--- config.mk ---
export PLATFORM = sky130hd
export DESIGN_NAME = readout_top
export DESIGN_NICKNAME = d
export VERILOG_FILES = /design/src/readout_pkg.sv /design/src/channel_ingest.sv /design/src/readout_arbiter.sv /design/src/word_to_byte_buffer.sv /design/src/readout_top.sv
export SDC_FILE = /design/constraint.sdc
export NUM_CORES = 2
export LEC_CHECK = 0
export ABC_AREA = 1
export BUFFER_PORTS_ARGS = -buffer_cell sky130_fd_sc_hd__clkbuf_2
export CAP_MARGIN = 10
export CORE_MARGIN = 1.5
export CORE_UTILIZATION = 50
export DETAILED_ROUTE_END_ITERATION = 7
export PLACE_DENSITY_LB_ADDON = 0.1
export RECOVER_POWER = 25
export REMOVE_ABC_BUFFERS = 1
export SLEW_MARGIN = 10
export SYNTH_ARGS = -nofsm -noshare
export SYNTH_HDL_FRONTEND = slang
export SYNTH_HIERARCHICAL = 1
export SYNTH_SLANG_ARGS = --single-unit
export TNS_END_PERCENT = 1
--- constraint.sdc ---
create_clock -name CLK40 -period 14.9 [get_ports CLK40]
set_clock_uncertainty 0.1 [all_clocks]
set_input_delay 4.47 -clock CLK40 [delete_from_list [all_inputs] [get_ports CLK40]]
set_output_delay 4.47 -clock CLK40 [all_outputs]
set_load 0.01 [all_outputs]
--- src/readout_pkg.sv ---
// readout widths, depths, channel types, word structs and serializer state enum
package readout_pkg;

    localparam int NUM_CH = 6;  // four front ends, tdc, trigger
    localparam int WORD_W = 32;
    localparam int BYTE_W = 8;
    localparam int BYTES_PER_WORD = 4;  // WORD_W / BYTE_W
    localparam int CH_DEPTH = 8;  // also initial source credit
    localparam int OUT_DEPTH = 16;
    localparam int TRIG_CH = 0;  // trigger channel, may request hold

    localparam int CH_PTR_W = $clog2(CH_DEPTH);  // depths are powers of two
    localparam int CH_CNT_W = $clog2(CH_DEPTH + 1);
    localparam int OUT_PTR_W = $clog2(OUT_DEPTH);
    localparam int OUT_CNT_W = $clog2(OUT_DEPTH + 1);
    localparam int BYTE_IDX_W = $clog2(BYTES_PER_WORD);

    typedef logic [WORD_W-1:0] word_t;
    typedef logic [BYTE_W-1:0] byte_t;
    typedef logic [NUM_CH-1:0] ch_mask_t;  // enables, requests, grants
    typedef logic [$clog2(NUM_CH)-1:0] ch_idx_t;  // 3 bits
    typedef logic [7:0] credit_cnt_t;  // downstream byte credits

    // source to channel buffer
    typedef struct packed {
        logic  valid;  // spends one source credit
        word_t data;
    } src_word_t;

    // arbiter register to shared buffer
    typedef struct packed {
        logic  valid;
        word_t data;
    } arb_word_t;

    typedef enum logic {
        ser_idle,  // no word loaded
        ser_send   // bytes of a word going out
    } ser_state_e;

endpackage

--- src/channel_ingest.sv ---
// channel word buffer with head output, non-empty flag and per-pop credit return
`timescale 1ns/100ps

module channel_ingest (
    input  logic                    CLK40,
    input  logic                    i_rst,
    input  readout_pkg::src_word_t  i_src,      // word from source, credit guarded
    input  logic                    i_pop,      // one-hot grant bit from arbiter
    output logic                    o_nonempty,
    output readout_pkg::word_t      o_head,     // oldest word, valid while nonempty
    output logic                    o_credit    // one pulse per popped word
);

    readout_pkg::word_t                  mem [readout_pkg::CH_DEPTH];  // payload store
    logic [readout_pkg::CH_PTR_W-1:0]    wr_ptr;
    logic [readout_pkg::CH_PTR_W-1:0]    rd_ptr;
    logic [readout_pkg::CH_CNT_W-1:0]    fill_cnt;  // 0 .. CH_DEPTH
    logic                                push;
    logic                                pop;

    assign push = i_src.valid;  // source never pushes without a credit
    assign pop  = i_pop & o_nonempty;  // arbiter only grants non-empty channels

    // write side
    always_ff @(posedge CLK40) begin
        if (push) begin
            mem[wr_ptr] <= i_src.data;
        end
    end

    always_ff @(posedge CLK40) begin
        if (i_rst) begin
            wr_ptr <= '0;
        end else if (push) begin
            wr_ptr <= wr_ptr + 1'b1;  // wraps at CH_DEPTH
        end
    end

    // read side
    always_ff @(posedge CLK40) begin
        if (i_rst) begin
            rd_ptr <= '0;
        end else if (pop) begin
            rd_ptr <= rd_ptr + 1'b1;
        end
    end

    // fill level, push and pop in one cycle cancel out
    always_ff @(posedge CLK40) begin
        if (i_rst) begin
            fill_cnt <= '0;
        end else begin
            case ({push, pop})
                2'b10:   fill_cnt <= fill_cnt + 1'b1;
                2'b01:   fill_cnt <= fill_cnt - 1'b1;
                default: fill_cnt <= fill_cnt;
            endcase
        end
    end

    // credit goes back the cycle after the pop
    always_ff @(posedge CLK40) begin
        if (i_rst) begin
            o_credit <= 1'b0;
        end else begin
            o_credit <= pop;
        end
    end

    assign o_nonempty = (fill_cnt != '0);  // registered count, push at N shows at N+1
    assign o_head     = mem[rd_ptr];  // first word fall through

endmodule

--- src/readout_arbiter.sv ---
// round-robin channel arbiter with trigger hold priority and registered word output
`timescale 1ns/100ps

module readout_arbiter (
    input  logic                                               CLK40,
    input  logic                                               i_rst,
    input  readout_pkg::ch_mask_t                              i_nonempty,
    input  readout_pkg::ch_mask_t                              i_enable,     // channel mask
    input  logic                                               i_trig_hold,  // trigger first
    input  readout_pkg::word_t [readout_pkg::NUM_CH-1:0]       i_heads,
    input  logic                                               i_ready,      // buffer room
    output readout_pkg::ch_mask_t                              o_pop,        // one-hot
    output readout_pkg::arb_word_t                             o_word
);

    readout_pkg::ch_mask_t  req;          // enabled and non-empty
    readout_pkg::ch_idx_t   last_grant;   // round-robin pointer
    readout_pkg::ch_idx_t   grant_idx;
    logic                   grant_found;
    logic                   grant_valid;  // found and buffer has room
    logic                   word_valid_q;
    readout_pkg::word_t     word_data_q;

    assign req = i_nonempty & i_enable;

    // pick winner, trigger hold beats round robin
    always_comb begin : grant_sel
        int unsigned cand;
        cand        = 0;
        grant_found = 1'b0;
        grant_idx   = last_grant;
        if (i_trig_hold && req[readout_pkg::TRIG_CH]) begin
            grant_found = 1'b1;
            grant_idx   = readout_pkg::ch_idx_t'(readout_pkg::TRIG_CH);
        end else begin
            // search from the channel after the last winner, wrapping
            for (int ofs = 1; ofs <= readout_pkg::NUM_CH; ofs++) begin
                cand = (int'(last_grant) + ofs) % readout_pkg::NUM_CH;
                if (!grant_found && req[cand]) begin
                    grant_found = 1'b1;
                    grant_idx   = readout_pkg::ch_idx_t'(cand);
                end
            end
        end
    end

    assign grant_valid = grant_found & i_ready;  // no grant while buffer is short of room
    assign o_pop = grant_valid ? (readout_pkg::ch_mask_t'(1) << grant_idx) : '0;

    // remember winner for next search
    always_ff @(posedge CLK40) begin
        if (i_rst) begin
            last_grant <= readout_pkg::ch_idx_t'(readout_pkg::NUM_CH - 1);  // ch 0 first
        end else if (grant_valid) begin
            last_grant <= grant_idx;
        end
    end

    // popped head shows up one cycle later
    always_ff @(posedge CLK40) begin
        if (i_rst) begin
            word_valid_q <= 1'b0;
        end else begin
            word_valid_q <= grant_valid;
        end
    end

    always_ff @(posedge CLK40) begin
        if (grant_valid) begin
            word_data_q <= i_heads[grant_idx];
        end
    end

    assign o_word.valid = word_valid_q;
    assign o_word.data  = word_data_q;

endmodule

--- src/word_to_byte_buffer.sv ---
// shared output word FIFO, word to byte serializer and downstream credit counter
`timescale 1ns/100ps

module word_to_byte_buffer (
    input  logic                    CLK40,
    input  logic                    i_rst,
    input  readout_pkg::arb_word_t  i_word,       // issued only while ready was high
    input  logic                    i_tx_credit,  // one byte granted per pulse
    output logic                    o_ready,      // room for word in flight plus one
    output logic                    o_tx_valid,
    output readout_pkg::byte_t      o_tx_byte
);

    readout_pkg::word_t                   mem [readout_pkg::OUT_DEPTH];
    logic [readout_pkg::OUT_PTR_W-1:0]    wr_ptr;
    logic [readout_pkg::OUT_PTR_W-1:0]    rd_ptr;
    logic [readout_pkg::OUT_CNT_W-1:0]    fill_cnt;
    logic                                 fifo_nonempty;
    logic                                 fifo_push;
    logic                                 fifo_pop;

    readout_pkg::ser_state_e              ser_state;
    readout_pkg::word_t                   ser_word;   // shifts right one byte per send
    logic [readout_pkg::BYTE_IDX_W-1:0]   byte_idx;
    logic                                 last_byte;
    logic                                 tx_fire;

    readout_pkg::credit_cnt_t             credit_cnt;
    logic                                 credit_max;

    assign fifo_push     = i_word.valid;
    assign fifo_nonempty = (fill_cnt != '0);
    assign o_ready = (fill_cnt <= readout_pkg::OUT_CNT_W'(readout_pkg::OUT_DEPTH - 2));

    // word store
    always_ff @(posedge CLK40) begin
        if (fifo_push) begin
            mem[wr_ptr] <= i_word.data;
        end
    end

    always_ff @(posedge CLK40) begin
        if (i_rst) begin
            wr_ptr   <= '0;
            rd_ptr   <= '0;
            fill_cnt <= '0;
        end else begin
            if (fifo_push) begin
                wr_ptr <= wr_ptr + 1'b1;
            end
            if (fifo_pop) begin
                rd_ptr <= rd_ptr + 1'b1;
            end
            case ({fifo_push, fifo_pop})
                2'b10:   fill_cnt <= fill_cnt + 1'b1;
                2'b01:   fill_cnt <= fill_cnt - 1'b1;
                default: fill_cnt <= fill_cnt;
            endcase
        end
    end

    // serializer
    assign tx_fire   = (ser_state == readout_pkg::ser_send) && (credit_cnt != '0);
    assign last_byte = (byte_idx == readout_pkg::BYTE_IDX_W'(readout_pkg::BYTES_PER_WORD - 1));
    // load when idle or right after the last byte so words follow without a bubble
    assign fifo_pop  = fifo_nonempty &&
                       ((ser_state == readout_pkg::ser_idle) || (tx_fire && last_byte));

    always_ff @(posedge CLK40) begin
        if (i_rst) begin
            ser_state <= readout_pkg::ser_idle;
            byte_idx  <= '0;
        end else if (fifo_pop) begin
            ser_state <= readout_pkg::ser_send;  // next word loaded
            byte_idx  <= '0;
        end else if (tx_fire) begin
            byte_idx <= byte_idx + 1'b1;
            if (last_byte) begin
                ser_state <= readout_pkg::ser_idle;  // fifo ran dry
            end
        end
    end

    always_ff @(posedge CLK40) begin
        if (fifo_pop) begin
            ser_word <= mem[rd_ptr];
        end else if (tx_fire) begin
            ser_word <= ser_word >> readout_pkg::BYTE_W;  // lsb first
        end
    end

    assign o_tx_valid = tx_fire;
    assign o_tx_byte  = ser_word[readout_pkg::BYTE_W-1:0];

    // downstream credits count up per pulse and down per byte
    assign credit_max = (credit_cnt == '1);  // pulses past full range are dropped

    always_ff @(posedge CLK40) begin
        if (i_rst) begin
            credit_cnt <= '0;
        end else begin
            case ({i_tx_credit && !credit_max, tx_fire})
                2'b10:   credit_cnt <= credit_cnt + 1'b1;
                2'b01:   credit_cnt <= credit_cnt - 1'b1;
                default: credit_cnt <= credit_cnt;
            endcase
        end
    end

endmodule

--- src/readout_top.sv ---
// readout top level with six channel buffers, arbiter and word to byte output buffer
`timescale 1ns/100ps

module readout_top (
    input  logic                                               CLK40,
    input  logic                                               i_rst,
    input  readout_pkg::src_word_t [readout_pkg::NUM_CH-1:0]   i_src,
    input  readout_pkg::ch_mask_t                              i_enable,
    input  logic                                               i_trig_hold,
    input  logic                                               i_tx_credit,
    output readout_pkg::ch_mask_t                              o_credit,   // per source
    output logic                                               o_tx_valid,
    output readout_pkg::byte_t                                 o_tx_byte
);

    readout_pkg::ch_mask_t                          ch_nonempty;
    readout_pkg::ch_mask_t                          ch_pop;      // one-hot from arbiter
    readout_pkg::word_t [readout_pkg::NUM_CH-1:0]   ch_heads;
    readout_pkg::arb_word_t                         arb_word;
    logic                                           out_ready;

    // input side, one buffer per source
    for (genvar ch = 0; ch < readout_pkg::NUM_CH; ch++) begin : g_ch
        channel_ingest i_ingest (
            .CLK40      (CLK40),
            .i_rst      (i_rst),
            .i_src      (i_src[ch]),
            .i_pop      (ch_pop[ch]),
            .o_nonempty (ch_nonempty[ch]),
            .o_head     (ch_heads[ch]),
            .o_credit   (o_credit[ch])
        );
    end

    readout_arbiter i_arbiter (
        .CLK40       (CLK40),
        .i_rst       (i_rst),
        .i_nonempty  (ch_nonempty),
        .i_enable    (i_enable),
        .i_trig_hold (i_trig_hold),
        .i_heads     (ch_heads),
        .i_ready     (out_ready),
        .o_pop       (ch_pop),
        .o_word      (arb_word)
    );

    // output side toward network
    word_to_byte_buffer i_out_buf (
        .CLK40       (CLK40),
        .i_rst       (i_rst),
        .i_word      (arb_word),
        .i_tx_credit (i_tx_credit),
        .o_ready     (out_ready),
        .o_tx_valid  (o_tx_valid),
        .o_tx_byte   (o_tx_byte)
    );

endmodule

# Word level (Yosys, flattened, before mapping)
# Memory sizes are Yosys's and may differ from the RTL's. A register that Yosys moved wholly into a read port is not among the register bits.
# Cells that the tools add are included.
[word_totals]
word_cells = 232
ramBits = 2048
output_inout_bits = 15
ff_bits = 158
memories = 7
in_bits = 208
[mem_list]
columns = ["memory", "depth", "width", "read_ports", "rd_ports_with_merged_regs", "write_ports", "line_no", "text"]
rows = [
  ["i_out_buf.mem", 16, 32, 1, 1, 1, "word_to_byte_buffer.sv:14", "readout_pkg::word_t mem [readout_pkg::OUT_DEPTH];"],
  ["g_ch[0].i_ingest.mem", 8, 32, 1, 1, 1, "channel_ingest.sv:14", "readout_pkg::word_t mem [readout_pkg::CH_DEPTH];"],
  ["g_ch[1].i_ingest.mem", 8, 32, 1, 1, 1, "channel_ingest.sv:14", ""],
  ["g_ch[2].i_ingest.mem", 8, 32, 1, 1, 1, "channel_ingest.sv:14", ""],
  ["g_ch[3].i_ingest.mem", 8, 32, 1, 1, 1, "channel_ingest.sv:14", ""],
  ["g_ch[4].i_ingest.mem", 8, 32, 1, 1, 1, "channel_ingest.sv:14", ""],
  ["+1 memories", "-", "-", "-", "-", "-", "-", ""],
]
[classes]
n_reduce_logical = 37
shifts = 1
n_mux = 75
n_bitwise = 9
eq_ne = 18
n_lt_le_gt_ge = 8
n_addsub = 37
n_div = 6
[op_table]
columns = ["operator", "count"]
rows = [
  ["32-bit by 4-bit < comparator with 1-bit output (second input constant)", 6],
  ["32-bit by 4-bit remainder unit with 32-bit output (second input constant)", 6],
  ["32-bit binary-select mux with 3-bit select", 1],
  ["32-bit 2-to-1 mux", 3],
  ["3-bit 2-to-1 mux", 19],
  ["4-bit case mux with 2 select lines", 6],
  ["3-bit by 1-bit adder with 3-bit output (second input constant)", 12],
  ["1-bit 2-to-1 mux", 35],
  ["4-bit by 1-bit adder with 4-bit output (second input constant)", 8],
  ["4-bit nonzero test", 6],
  ["4-bit by 1-bit subtractor with 4-bit output (second input constant)", 6],
  ["2-bit nonzero test", 10],
  ["1-bit binary-select mux with 3-bit select", 6],
  ["2-bit equality test (second input constant)", 9],
  ["2-bit by 1-bit equality test with 1-bit output (second input constant)", 8],
  ["8-bit case mux with 2 select lines", 1],
  ["3-bit by 3-bit adder with 4-bit output (second input constant)", 3],
  ["1-bit logical AND", 10],
  ["5-bit case mux with 2 select lines", 1],
  ["3-bit by 2-bit adder with 4-bit output (second input constant)", 2],
  ["8-bit by 1-bit adder with 8-bit output (second input constant)", 1],
  ["8-bit equality test (second input constant)", 1],
  ["4-bit 2-to-1 mux", 2],
  ["8-bit nonzero test", 1],
  ["17 further kinds", 28],
]

# Logic depth before layout (Yosys ltp)
[depth]
word_depth = 31
depth_mapped = 38
depth_no_buf = 38

# Cells and area by module
# Netlist, hierarchy kept.
[modules_own_cells]
columns = ["module", "seq_area_each_um2", "area_each_um2", "n_inst", "cells_per_inst"]
rows = [
  ["channel_ingest at g_ch[0].i_ingest ...", 7967.6, 10630.2, 5, 812],
  ["word_to_byte_buffer", 16896.2, 23472.5, 1, 2041],
  ["channel_ingest at g_ch[3].i_ingest", 7967.6, 10625.2, 1, 810],
  ["readout_arbiter", 1041.0, 4504.3, 1, 802],
]

# Least setup slack after synthesis
# Ideal clock, no wire load.
[synth_timing]
path_type = "input-to-reg"
from = "in i_enable[5]"
to = "reg g_ch[3].i_ingest/fill_cnt[2] (netlist name)"
t_arrival_ns = 7.682
path_buffers = 0
slack_ns = 7.002
setup_time_ns = 0.115
path_stages = 23
cell_sequence = "nand2_1 o21ai_0 nand2_1 nand2_1 nand2_4 nand2_4 nor2_8 nand4_1 nand2_1 inv_1 nand2_1 nor3_1 nand2_1 inv_1 ha_1 nand2_1 inv_1 nor2_1 ha_1 a21oi_1 xnor2_1 o21ai_0 inv_1"
[synth_via]
elab_chain_len = 30
word_cells_on_any_way = 50
cone_classes = "eq/ne (2); shift (1); mux (33); bitwise (3); reduce/logical (11)"
[synth_rtl]
columns = ["element", "line_no", "text"]
rows = [
  ["start, declared", "readout_top.sv:8", "input readout_pkg::ch_mask_t i_enable,"],
  ["6-bit AND (*)", "readout_arbiter.sv:24", "assign req = i_nonempty & i_enable;"],
  ["1-bit binary-select mux with 3-bit select", "readout_arbiter.sv:39", "if (!grant_found && req[cand]) begin"],
  ["1-bit 2-to-1 mux (implied by the code)", "readout_arbiter.sv:39", ""],
  ["1-bit 2-to-1 mux", "readout_arbiter.sv:39", ""],
  ["1-bit 2-to-1 mux", "readout_arbiter.sv:32", "if (i_trig_hold && req[readout_pkg::TRIG_CH]) begin"],
  ["1-bit logical NOT", "readout_arbiter.sv:39", ""],
  ["1-bit logical AND", "readout_arbiter.sv:39", ""],
  ["1-bit 2-to-1 mux", "readout_arbiter.sv:39", ""],
  ["[17 not listed]", "-", ""],
  ["1-bit AND (*)", "readout_arbiter.sv:47", "assign grant_valid = grant_found & i_ready;"],
  ["net i_arbiter.grant_valid", "readout_arbiter.sv:20", "logic grant_valid;"],
  ["6-bit 2-to-1 mux (*)", "readout_arbiter.sv:48", "assign o_pop = grant_valid ? (readout_pkg::ch_mask_t'(1) << grant_idx) : '0;"],
  ["net ch_pop[3]", "readout_top.sv:17", "readout_pkg::ch_mask_t ch_pop;"],
  ["1-bit AND (*)", "channel_ingest.sv:22", "assign pop = i_pop & o_nonempty;"],
  ["net g_ch[3].i_ingest.pop", "channel_ingest.sv:19", "logic pop;"],
  ["2-bit by 1-bit equality test with 1-bit output or 2-bit equality test (tied branches)", "channel_ingest.sv:53", "case ({push, pop})"],
  ["4-bit case mux with 2 select lines or 2-bit nonzero test (tied branches)", "-", ""],
  ["end signal, assigned", "channel_ingest.sv:54", "2'b10: fill_cnt <= fill_cnt + 1'b1;"],
  ["end signal, assigned", "channel_ingest.sv:55", "2'b01: fill_cnt <= fill_cnt - 1'b1;"],
  ["end signal, assigned", "channel_ingest.sv:56", "default: fill_cnt <= fill_cnt;"],
  ["end, declared", "channel_ingest.sv:17", "logic [readout_pkg::CH_CNT_W-1:0] fill_cnt;"],
]
# The timed path passes the listed nets; every way through them passes the cells marked *. The select of a mux whose other input is x is not followed.
# A chain may end at the register's enable or synchronous reset.

==> flow_summary_export.csv <==
group,metric,value,unit
route,avgViaCountPerCell,5.66,
clock_network,ctsHoldBuffers,0,
setup_path,cp_max_fo,105,
sta,setup_slack,5.02,ns
floorplan,dieArea,186000,um2
setup_path,cp-end-kind,"flop",
placement,port_buffers,222,
power_and_ir_drop,power.total,20100,uW
power_and_ir_drop,switching_share,38.1,%
sta,fmax,101,MHz
floorplan,ioPinCount,223,
sta,setup-violations-final,0,
sta,period_share,66.3,%
synth,synth_edf_count,2112,
synth,synth.avg_cell_area,11.9,um2
setup_path,rr_endpoint,"i_out_buf/ser_word[21]$_DFFE_PP_",
sta,rsz0062_at_grt,"false",
grt,grt_pass1_wl,361000,um
hold_path,hold_end,"i_out_buf/byte_idx[1]$_SDFFE_PP0P_",
layout,final_common_cell,"edfxtp_1",
setup_path,worst_ep_required_time,15.49,ns
hold_path,holdPathStages,2,
layout,finalInstanceArea,102000,um2
setup_path,rrSetupSlack,5.02,ns
sta,slew_violations,834,
layout,layout_common_cells,"edfxtp_1, nand2_1, nor2_1",
sta,period_needed,9.88,ns
sta,hold_ws,0.377,ns
sta,tightest_slew,4.26,ns
power_and_ir_drop,intPower,12500,uW
placement,placed_cell_area,94700,um2
floorplan,start_util,50.2,%
route,firstDrtPassIters,8,
power_and_ir_drop,p_clk_share,27.8,%
clock_network,cts_made_buffers,227,
synth,ys_seq_area_share,71.7,%
route,wl_per_cell,23.5,um
synth,synth-main-ff-cell,"edfxtp_1",
clock_network,worstSkewPairLatency,0.88,ns
hold_path,hold_start,"i_out_buf/byte_idx[1]$_SDFFE_PP0P_",
layout,drive_above_1_share,9.32,%
route,via_count,59100,
clock_network,cts-root-buf,"clkbuf_16",
floorplan,row_count,157,
route,wl,245000,um
flow_run,drv_cap,22,
run_status,violations,"DRC, capacitance limit, slew limit",
clock_network,post_cts_buffers,0,
floorplan,core_area,183000,um2
synth,synthArstFlopShare,0,%
setup_path,path_class,"reg2reg",
route,drt_iter0_drc,5951,
floorplan,die_y,431,um
route,ant_nets,0,
sta,hold_viol_final,0,
synth,ys_warn_count,6,
power_and_ir_drop,pwr-share-seq,40.1,%
layout,syn2layout_area_growth,11.1,%
power_and_ir_drop,power.switching,7670,uW
run_status,outcome,"finished, violations left",
hold_path,worst_hold_path_type,"reg2reg",
placement,dpl.hpwl,138000,um
grt,grt_max_degree,106,
power_and_ir_drop,pwr_density_cell,198,nW/um2
setup_path,crit_path_start_kind,"flop",
synth,synthCells,7713,
clock_network,clk_pin_slew,0.06,ns
clock_network,post_cts_resized,0,
synth,synth_cell_type_count,47,
clock_network,htreeDepth,4,
clock_network,clock_sinks,2228,
sta,slew_headroom,-184,%
synth,yosys_register_bits,2228,
synth,synth_area,91800,um2
placement,gp_congestion,0.841,
grt,grt_antenna_before_repair,50,
power_and_ir_drop,leakagePower,0.0365,uW
clock_network,cts_max_path_buffers,3,
grt,grt_use_total,26.0,%
route,post-route-drc-count,2,
setup_path,r2r_cells,11,
placement,place_worst_setup_slack,5.11,ns
clock_network,cts_tree,"done",
grt,grt_overflow_total,0,
power_and_ir_drop,pwr-share-comb,32.1,%
sta,setup_tns,0,ns
layout,nets,8100,
power_and_ir_drop,vdd_drop_max,536,uV
grt,grt_pass1_vias,55900,
floorplan,die_x,431,um
setup_path,critPathArrivalTime,10.47,ns
==> worst max path at each step <==
stage / end
2_1_floorplan: g_ch[2].i_ingest/fill_cnt[2]$_SDFFE_PP0P_
3_3_place_gp: g_ch[5].i_ingest/fill_cnt[2]$_SDFFE_PP0P_
3_5_place_dp: g_ch[5].i_ingest/fill_cnt[2]$_SDFFE_PP0P_
4_1_cts: g_ch[5].i_ingest/fill_cnt[2]$_SDFFE_PP0P_
5_1_grt: i_out_buf/ser_word[21]$_DFFE_PP_
6_report: i_out_buf/ser_word[21]$_DFFE_PP_
==> critical path: stages (launching register included) <==
cell	delay, ns
dfxtp_4	0.54
clkinvlp_2	2.51
clkbuf_1	3.13
clkbuf_1	2.33
nand2_1	0.22
nand3_1	0.18
nand3_1	0.09
nand2_1	0.10
nand2_1	0.07
nand2_1	0.12
nand2_1	0.06
nand2_1	0.17
==> stage by stage <==
step | utilization (%) | cells
after floorplan | - | 7268
after global placement | 51.8 | 9990
after detailed placement | 51.8 | 9990
after CTS | 55.8 | 10400
after global routing | 55.8 | 10400
final | 55.8 | 10400
==> kinds of logic after synthesis <==
group / count (synthesis) / synth area share (%)
buffers and inverters: 634 / 3.63
adder cells (fa/ha/maj): 58 / 0.799
AO/OA/AOI/OAI: 1194 / 6.84
XOR/XNOR: 22 / 0.210
AND/OR/NAND/NOR: 3385 / 14.8
multiplexers: 192 / 2.09
flip-flops: 2228 / 71.7
==> state kept, by name, summed over array words and instances, names as in the netlist, named ones only <==
register                cells
g_ch.i_ingest/mem        1536
g_ch.i_ingest/fill_cnt     24
g_ch.i_ingest/wr_ptr       18
i_arbiter/word_valid_q      1
i_out_buf/ser_state         1
i_arbiter/word_data_q      32
i_out_buf/byte_idx          2
i_out_buf/rd_ptr            4
g_ch.i_ingest/o_credit      6
i_out_buf/ser_word         32
i_out_buf/mem             512
g_ch.i_ingest/rd_ptr       18
i_out_buf/fill_cnt          5
i_out_buf/credit_cnt        8
i_arbiter/last_grant        3
i_out_buf/wr_ptr            4
==> routing by layer <==
layer | track usage (%) | up-vias | wire, um
li1 | - | 27500 | -
met1 | 37.5 | 29300 | 109000
met2 | 40.6 | 1898 | 114000
met3 | 4.38 | 394 | 16000
met4 | 7.83 | 40 | 6180
met5 | 0 | - | 241
==> final cells by class <==
cell class / instances / area (um2)
diodes: 17 / 42.5
flip-flops and latches: 2228 / 65800
inverters: 189 / 719
fillers: 15300 / 80800
well taps: 2385 / 2980
repair buffers: 337 / 1900
multi-input cells: 4851 / 23100
clock inverters: 148 / 1440
clock buffers: 284 / 5890
==> cells in the mapped netlist, types with 76 or more instances <==
cell type	count	share of area, %
mux2i_1	192	2.1
clkbuf_1	131	0.54
nor2_1	1010	4.1
nand2_1	1828	7.5
o21ai_0	749	4.1
edfxtp_1	2112	69
a21oi_1	93	0.51
o21ai_1	143	0.78
buf_4	76	0.62
o22ai_1	192	1.3
nand4_1	78	0.53
dfxtp_1	116	2.5
inv_1	178	0.73
nand3_1	438	2.4
buf_2	129	0.70
==> power by group through the flow <==
stage	logic [uW]	registers (uW)	clock network, uW
after global placement	6290	8180	0
after detailed placement	6400	8200	0
after floorplan	3900	8110	0
final	6470	8070	5600
after CTS	6420	8070	5700
after global routing	7080	8120	5930
No activity file was read; power rests on OpenSTA's default activity.
